## src/verilog/coreMgmt_cfg.svh

```systemverilog
`ifndef CORE_MGMT_CFG_SVH
`define CORE_MGMT_CFG_SVH

// Bus widths
`define MGMT_ADDR_W 20
`define DATA_W 32
`define CORE_ADDR_W 16

// Region selects on the upper address bits
`define REG_REGION 8'h00
`define CORE_REGION 4'h1

// Register offsets inside the register region
`define CONTROL_ADDR 12'h000
`define IBP_ADDR 12'h004
`define DBP_ADDR 12'h008
`define BPEN_ADDR 12'h00C

// Core local memory depth in words
`define MEM_WORDS 256

`endif

```

## src/verilog/coreMgmtPkg.sv

```systemverilog
`include "coreMgmt_cfg.svh"

package coreMgmtPkg;

	// One master's request, as driven by JTAG or Wishbone
	typedef struct packed {
		logic enable;
		logic writeEnable;
		logic [3:0] byteSelect;
		logic [`MGMT_ADDR_W-1:0] address;
		logic [`DATA_W-1:0] writeData;
	} busRequest_t;

	// Arbitrated internal bus
	typedef struct packed {
		logic we;
		logic oe;
		logic [3:0] byteSelect;
		logic [`MGMT_ADDR_W-1:0] address;
		logic [`DATA_W-1:0] dataWrite;
	} peripheralBus_t;

	// Path into the core local memory
	typedef struct packed {
		logic writeEnable;
		logic [3:0] byteSelect;
		logic [`CORE_ADDR_W-1:0] address;
		logic [`DATA_W-1:0] writeData;
	} coreAccess_t;

	// Which master owns the bus this cycle
	typedef enum logic [1:0] {
		masterNone,
		masterJtag,
		masterWb
	} busMaster_t;

endpackage

```

## src/verilog/configurationRegister.sv

```systemverilog
`timescale 1ns/1ps
`include "coreMgmt_cfg.svh"

module configurationRegister #(
	parameter int WIDTH = 32,
	parameter logic [11:0] ADDRESS = 12'h000,
	parameter logic [WIDTH-1:0] DEFAULT = '0
) (
	input logic clk,
	input logic rstN,
	input logic enable,
	input coreMgmtPkg::peripheralBus_t bus,
	output logic [`DATA_W-1:0] readData,
	output logic requestOutput,
	output logic [WIDTH-1:0] currentValue
);

	logic addressHit;
	logic writeHit;
	logic [WIDTH-1:0] value;

	// Low 12 bits pick the register inside its region
	assign addressHit = enable && (bus.address[11:0] == ADDRESS);
	assign writeHit = addressHit && bus.we;
	assign requestOutput = addressHit && bus.oe;

	always_ff @(posedge clk) begin
		if (!rstN) begin
			value <= DEFAULT;
		end else if (writeHit) begin
			// Each bit follows the byte lane it lives in
			for (int i = 0; i < WIDTH; i++) begin
				if (bus.byteSelect[i / 8]) begin
					value[i] <= bus.dataWrite[i];
				end
			end
		end
	end

	// Zero-extend to the bus width
	always_comb begin
		readData = '0;
		readData[WIDTH-1:0] = value;
	end

	assign currentValue = value;

	// A write with every lane selected lands whole at the next edge
	assert property (@(posedge clk) disable iff (!rstN)
		writeHit && (&bus.byteSelect) |=> value == $past(bus.dataWrite[WIDTH-1:0]));

endmodule

```

## src/verilog/breakpointUnit.sv

```systemverilog
`timescale 1ns/1ps
`include "coreMgmt_cfg.svh"

module breakpointUnit (
	input logic clk,
	input logic rstN,
	input logic enable,
	input coreMgmtPkg::peripheralBus_t bus,
	input logic [`DATA_W-1:0] coreInstructionAddress,
	input logic [`DATA_W-1:0] coreDataAddress,
	output logic [`DATA_W-1:0] readData,
	output logic requestOutput,
	output logic isInstructionAddressBreakpoint,
	output logic isDataAddressBreakpoint
);

	logic [`DATA_W-1:0] instructionBreakpoint;
	logic [`DATA_W-1:0] dataBreakpoint;
	logic [1:0] breakpointEnable;

	logic [`DATA_W-1:0] ibpReadData;
	logic [`DATA_W-1:0] dbpReadData;
	logic [`DATA_W-1:0] bpenReadData;
	logic ibpRequest;
	logic dbpRequest;
	logic bpenRequest;

	configurationRegister #(.WIDTH(32), .ADDRESS(`IBP_ADDR), .DEFAULT(32'h0)) ibpRegister (
		.clk(clk),
		.rstN(rstN),
		.enable(enable),
		.bus(bus),
		.readData(ibpReadData),
		.requestOutput(ibpRequest),
		.currentValue(instructionBreakpoint)
	);

	configurationRegister #(.WIDTH(32), .ADDRESS(`DBP_ADDR), .DEFAULT(32'h0)) dbpRegister (
		.clk(clk),
		.rstN(rstN),
		.enable(enable),
		.bus(bus),
		.readData(dbpReadData),
		.requestOutput(dbpRequest),
		.currentValue(dataBreakpoint)
	);

	// Bit 0 arms the instruction compare, bit 1 the data compare
	configurationRegister #(.WIDTH(2), .ADDRESS(`BPEN_ADDR), .DEFAULT(2'b00)) bpenRegister (
		.clk(clk),
		.rstN(rstN),
		.enable(enable),
		.bus(bus),
		.readData(bpenReadData),
		.requestOutput(bpenRequest),
		.currentValue(breakpointEnable)
	);

	assign requestOutput = ibpRequest || dbpRequest || bpenRequest;

	always_comb begin
		if (ibpRequest) readData = ibpReadData;
		else if (dbpRequest) readData = dbpReadData;
		else readData = bpenReadData;
	end

	// Address comparators
	assign isInstructionAddressBreakpoint = breakpointEnable[0]
		&& (coreInstructionAddress == instructionBreakpoint);
	assign isDataAddressBreakpoint = breakpointEnable[1]
		&& (coreDataAddress == dataBreakpoint);

	// Disarming both compares clears the flags from the next cycle on
	assert property (@(posedge clk) disable iff (!rstN)
		enable && bus.we && bus.byteSelect[0] && bus.address[11:0] == `BPEN_ADDR
			&& bus.dataWrite[1:0] == 2'b00
		|=> !isInstructionAddressBreakpoint && !isDataAddressBreakpoint);

endmodule

```

## src/verilog/coreManagement.sv

```systemverilog
`timescale 1ns/1ps
`include "coreMgmt_cfg.svh"

module coreManagement (
	input logic clk,
	input logic rstN,
	input coreMgmtPkg::busRequest_t jtagRequest,
	input coreMgmtPkg::busRequest_t wbRequest,
	output logic [`DATA_W-1:0] jtagReadData,
	output logic [`DATA_W-1:0] wbReadData,
	output logic wbBusy,
	output logic run,
	output logic interruptEnable,
	input logic [`DATA_W-1:0] coreInstructionAddress,
	input logic [`DATA_W-1:0] coreDataAddress,
	output logic isInstructionAddressBreakpoint,
	output logic isDataAddressBreakpoint,
	output coreMgmtPkg::coreAccess_t coreAccess,
	input logic [`DATA_W-1:0] coreReadData
);

	import coreMgmtPkg::*;

	busMaster_t master;
	busRequest_t selected;
	peripheralBus_t bus;

	logic registerEnable;
	logic coreEnable;
	logic [2:0] control;
	logic [`DATA_W-1:0] controlReadData;
	logic controlRequest;
	logic [`DATA_W-1:0] breakpointReadData;
	logic breakpointRequest;
	logic [`DATA_W-1:0] readData;

	// JTAG always wins
	always_comb begin
		if (jtagRequest.enable) master = masterJtag;
		else if (wbRequest.enable) master = masterWb;
		else master = masterNone;
	end

	always_comb begin
		case (master)
			masterJtag: selected = jtagRequest;
			masterWb: selected = wbRequest;
			default: selected = '0;
		endcase
	end

	// Write data always comes from the selected master
	always_comb begin
		bus.we = selected.enable && selected.writeEnable;
		bus.oe = selected.enable && !selected.writeEnable;
		bus.byteSelect = selected.byteSelect;
		bus.address = selected.address;
		bus.dataWrite = selected.writeData;
	end

	assign wbBusy = jtagRequest.enable && wbRequest.enable;

	// Region decode
	assign registerEnable = bus.address[19:12] == `REG_REGION;
	assign coreEnable = (bus.address[19:16] == `CORE_REGION) && !run;

	// Control bit 0 is run and bit 2 is interrupt enable
	configurationRegister #(.WIDTH(3), .ADDRESS(`CONTROL_ADDR), .DEFAULT(3'b000)) controlRegister (
		.clk(clk),
		.rstN(rstN),
		.enable(registerEnable),
		.bus(bus),
		.readData(controlReadData),
		.requestOutput(controlRequest),
		.currentValue(control)
	);

	breakpointUnit breakpoints (
		.clk(clk),
		.rstN(rstN),
		.enable(registerEnable),
		.bus(bus),
		.coreInstructionAddress(coreInstructionAddress),
		.coreDataAddress(coreDataAddress),
		.readData(breakpointReadData),
		.requestOutput(breakpointRequest),
		.isInstructionAddressBreakpoint(isInstructionAddressBreakpoint),
		.isDataAddressBreakpoint(isDataAddressBreakpoint)
	);

	assign run = control[0];
	assign interruptEnable = control[2];

	// Memory path opens only while the core is halted
	always_comb begin
		coreAccess.writeEnable = coreEnable && bus.we;
		coreAccess.byteSelect = bus.byteSelect;
		coreAccess.address = bus.address[`CORE_ADDR_W-1:0];
		coreAccess.writeData = bus.dataWrite;
	end

	// Core data first, then whichever register answers, else all ones
	always_comb begin
		if (coreEnable) readData = coreReadData;
		else if (controlRequest) readData = controlReadData;
		else if (breakpointRequest) readData = breakpointReadData;
		else readData = '1;
	end

	assign jtagReadData = readData;
	assign wbReadData = readData;

	// A busy Wishbone master holds its request for the next cycle
	assert property (@(posedge clk) disable iff (!rstN)
		wbBusy |=> wbRequest == $past(wbRequest));

	// Run and interrupt enable change only through a control write
	assert property (@(posedge clk) disable iff (!rstN)
		!(registerEnable && bus.we && bus.address[11:0] == `CONTROL_ADDR) |=> $stable(control));

endmodule

```

## config.mk

```make
export PLATFORM = sky130hd
export DESIGN_NAME = coreManagement
export DESIGN_NICKNAME = d
export VERILOG_FILES = /design/src/verilog/coreMgmtPkg.sv /design/src/verilog/configurationRegister.sv /design/src/verilog/breakpointUnit.sv /design/src/verilog/coreManagement.sv
export VERILOG_INCLUDE_DIRS = /design/src /design/src/verilog
export SDC_FILE = /design/constraint.sdc
export NUM_CORES = 1
export LEC_CHECK = 0
export ABC_CLOCK_PERIOD_IN_PS = 4500
export BUFFER_PORTS_ARGS = -buffer_cell sky130_fd_sc_hd__buf_2
export CAP_MARGIN = 20
export CORE_ASPECT_RATIO = 1.4
export CORE_MARGIN = 1.5
export CORE_UTILIZATION = 45
export CTS_BUF_LIST = sky130_fd_sc_hd__clkbuf_4
export DETAILED_ROUTE_END_ITERATION = 16
export PLACE_DENSITY = 0.86
export SETUP_SLACK_MARGIN = 0.05
export SYNTH_ARGS = -nofsm -noshare
export SYNTH_HDL_FRONTEND = slang
export SYNTH_HIERARCHICAL = 1
export SYNTH_SLANG_ARGS = --single-unit
```

## constraint.sdc

```tcl
create_clock -name clk -period 4.5 [get_ports clk]
set_clock_uncertainty 0.05 [all_clocks]
set_input_delay 0.45 -clock clk [delete_from_list [all_inputs] [get_ports clk]]
set_output_delay 0.45 -clock clk [all_outputs]
set_load 0.02 [all_outputs]
```

==> impl_metrics.json <==
{
  "finalCritPeriodShare_pct": 94.7,
  "dr.pass1.iters": 5,
  "final.setup.tns_ns": 0,
  "cts_setup_buffers": 0,
  "critical_path.max_fanout": 33,
  "critPathSlowestCell": "or3_1",
  "cts.repair.resized": 0,
  "seq_power_share_pct": 42.5,
  "clk_latency_ns": 0.41,
  "port_buffers": 335,
  "timing.rr.start": "breakpoints/ibpRegister/currentValue[21]",
  "seqCellArea_sq_um": 1380,
  "track_usage_pct": 24.9,
  "syn_inst": 975,
  "clkPwrFrac_pct": 23.4,
  "whs_ns": 0.416,
  "viasPerCell": 4.98,
  "hold_buffers": 0,
  "ios": 336,
  "yosys_warnings": 6,
  "crit_arrival_ns": 3.76,
  "antenna_found_initial": 2,
  "crit_buf_inv": 4,
  "hpwl_microns": 19000,
  "grt_setup_unrepaired": "no",
  "initialDrtViolationCount": 298,
  "power_density_nw_per_um2": 174,
  "h-tree-depth": 3,
  "nNetsFinal": 1338,
  "grt_pass1_vias": 6194,
  "die-area_sq_um": 17900,
  "startpoint_type": "input pin",
  "holdPathEnd": "controlRegister/currentValue[1]",
  "r2r_slack_ns": 3.71,
  "multi_input_comb_area_sq_um": 4580,
  "slew_headroom_pct": 39.6,
  "die_x_microns": 114,
  "wire_per_inst_microns": 17.5,
  "cpLargestDelayFamily": "simple AND/OR/NAND/NOR gates",
  "p_switching_mw": 0.511,
  "cts_tree": "built",
  "status": "complete, no violations",
  "slew_violations": 0,
  "hold_viol": 0,
  "gp_congestion": 0.921,
  "p_int_mw": 0.926,
  "numCtsBuffers": 9,
  "drc": 0,
  "drive_gt1_share_pct": 36.4,
  "final_common_cell": "buf_2",
  "max_cap_viol_count": 0,
  "routed_wl_microns": 23300,
  "p_leak_nw": 3.74,
  "synth_area_per_cell_sq_um": 7.89,
  "p_comb_share_pct": 34.1,
  "coreArea_sq_um": 16700,
  "syn-cell-area_sq_um": 7700,
  "worstMarginPinSlew_ns": 0.899,
  "worstPathCellList": "buf_2, nor2b_4, buf_4, a22o_1, or3_1, nor4_4, buf_6, mux2i_1, o21ai_0, nor2b_1, o21ai_0, mux2_4, buf_2",
  "max_freq_ghz": 0.235,
  "path_class": "in -> out",
  "root_buffer": "clkbuf_4",
  "period_needed_ns": 4.26,
  "fill_cells": 1627,
  "area_growth_pct": 7.12,
  "cts.sinks": 69,
  "setup_viol_count_final": 0,
  "clk_pin_slew_ns": 0.11,
  "r2r-end": "breakpoints/ibpRegister/currentValue[21]",
  "final_antenna_net_count": 0,
  "hold_path_class": "reg -> reg",
  "max_stage_delay_ns": 0.59,
  "vdd_drop_max_v": 0.0000958,
  "final_cell_mix": "334 x buf_2, 174 x nand2_1, 101 x mux2i_1",
  "min-delay-start": "controlRegister/currentValue[1]",
  "cts_buffer_depth": 2,
  "start_util_pct": 46.0,
  "vias": 6635,
  "rows": 56,
  "grt_pass1_wl_microns": 33800,
  "worstPathRequired_ns": 4.00,
  "crit_path_end_kind": "primary output",
  "hold_depth": 2,
  "grt_max_degree": 85,
  "swShare_pct": 35.6,
  "overflow": 0,
  "reg2reg_depth": 2,
  "fp.dieH_microns": 158
}
-- cell type report --
class	count	area share [%]
inverters	33	1.50
clock buffers	11	1.00
multi-input cells	662	55.5
diodes	1	0.0304
well taps	203	3.08
flip-flops and latches	69	16.8
clock inverters	3	0.182
repair buffers	349	21.9
-- worst max path at each step --
stage                               start                to  slack (ns)  depth (start not counted)
after floorplan           jtagRequest[57]     wbReadData[0]        0.32                         16
after global placement    jtagRequest[57]    wbReadData[30]        0.21                         13
after detailed placement  jtagRequest[57]    wbReadData[30]        0.18                         13
after CTS                 jtagRequest[57]    wbReadData[30]        0.18                         13
after global routing      jtagRequest[57]  jtagReadData[30]        0.07                         13
final                     jtagRequest[57]    wbReadData[30]        0.24                         13
-- tightest hold or removal path, stage by stage (launching register included) --
cell and delay (ns):
dfxtp_1 0.33, nand2_1 0.05, mux2i_1 0.05
-- sequential cells by signal, indices dropped and copies added (netlist names) --
name and cells:
breakpoints/bpenRegister/currentValue 2, breakpoints/dbpRegister/currentValue 32, breakpoints/ibpRegister/currentValue 32, controlRegister/currentValue 3
-- power by group through the flow --
stage,logic [mW],clock network (mW),registers [mW]
after floorplan,0.381,0,0.624
after CTS,0.489,0.353,0.610
after global placement,0.480,0,0.624
after detailed placement,0.487,0,0.624
after global routing,0.527,0.376,0.611
final,0.490,0.337,0.610
-- through the flow --
step / cell area (sq um) / setup slack (ns) / util (%) / instances / total power [mW]
after floorplan: 7910 / 0.318 / - / 1032 / 1.01
final: 8240 / 0.238 / 49.2 / 1331 / 1.44
after global placement: 8120 / 0.206 / 48.5 / 1316 / 1.10
after CTS: 8220 / 0.179 / 49.1 / 1330 / 1.45
after global routing: 8240 / 0.0657 / 49.2 / 1331 / 1.51
after detailed placement: 8120 / 0.178 / 48.5 / 1316 / 1.11
-- metal layers --
layer / share of wire, % / wire, microns / GRT usage (%)
met5: 0 / 0 / 0
met4: 2.6 / 616 / 8.87
met3: 4.9 / 1130 / 3.48
met2: 54 / 12600 / 48.1
met1: 38 / 8940 / 27.4
Power figures use the tool's default switching activity.
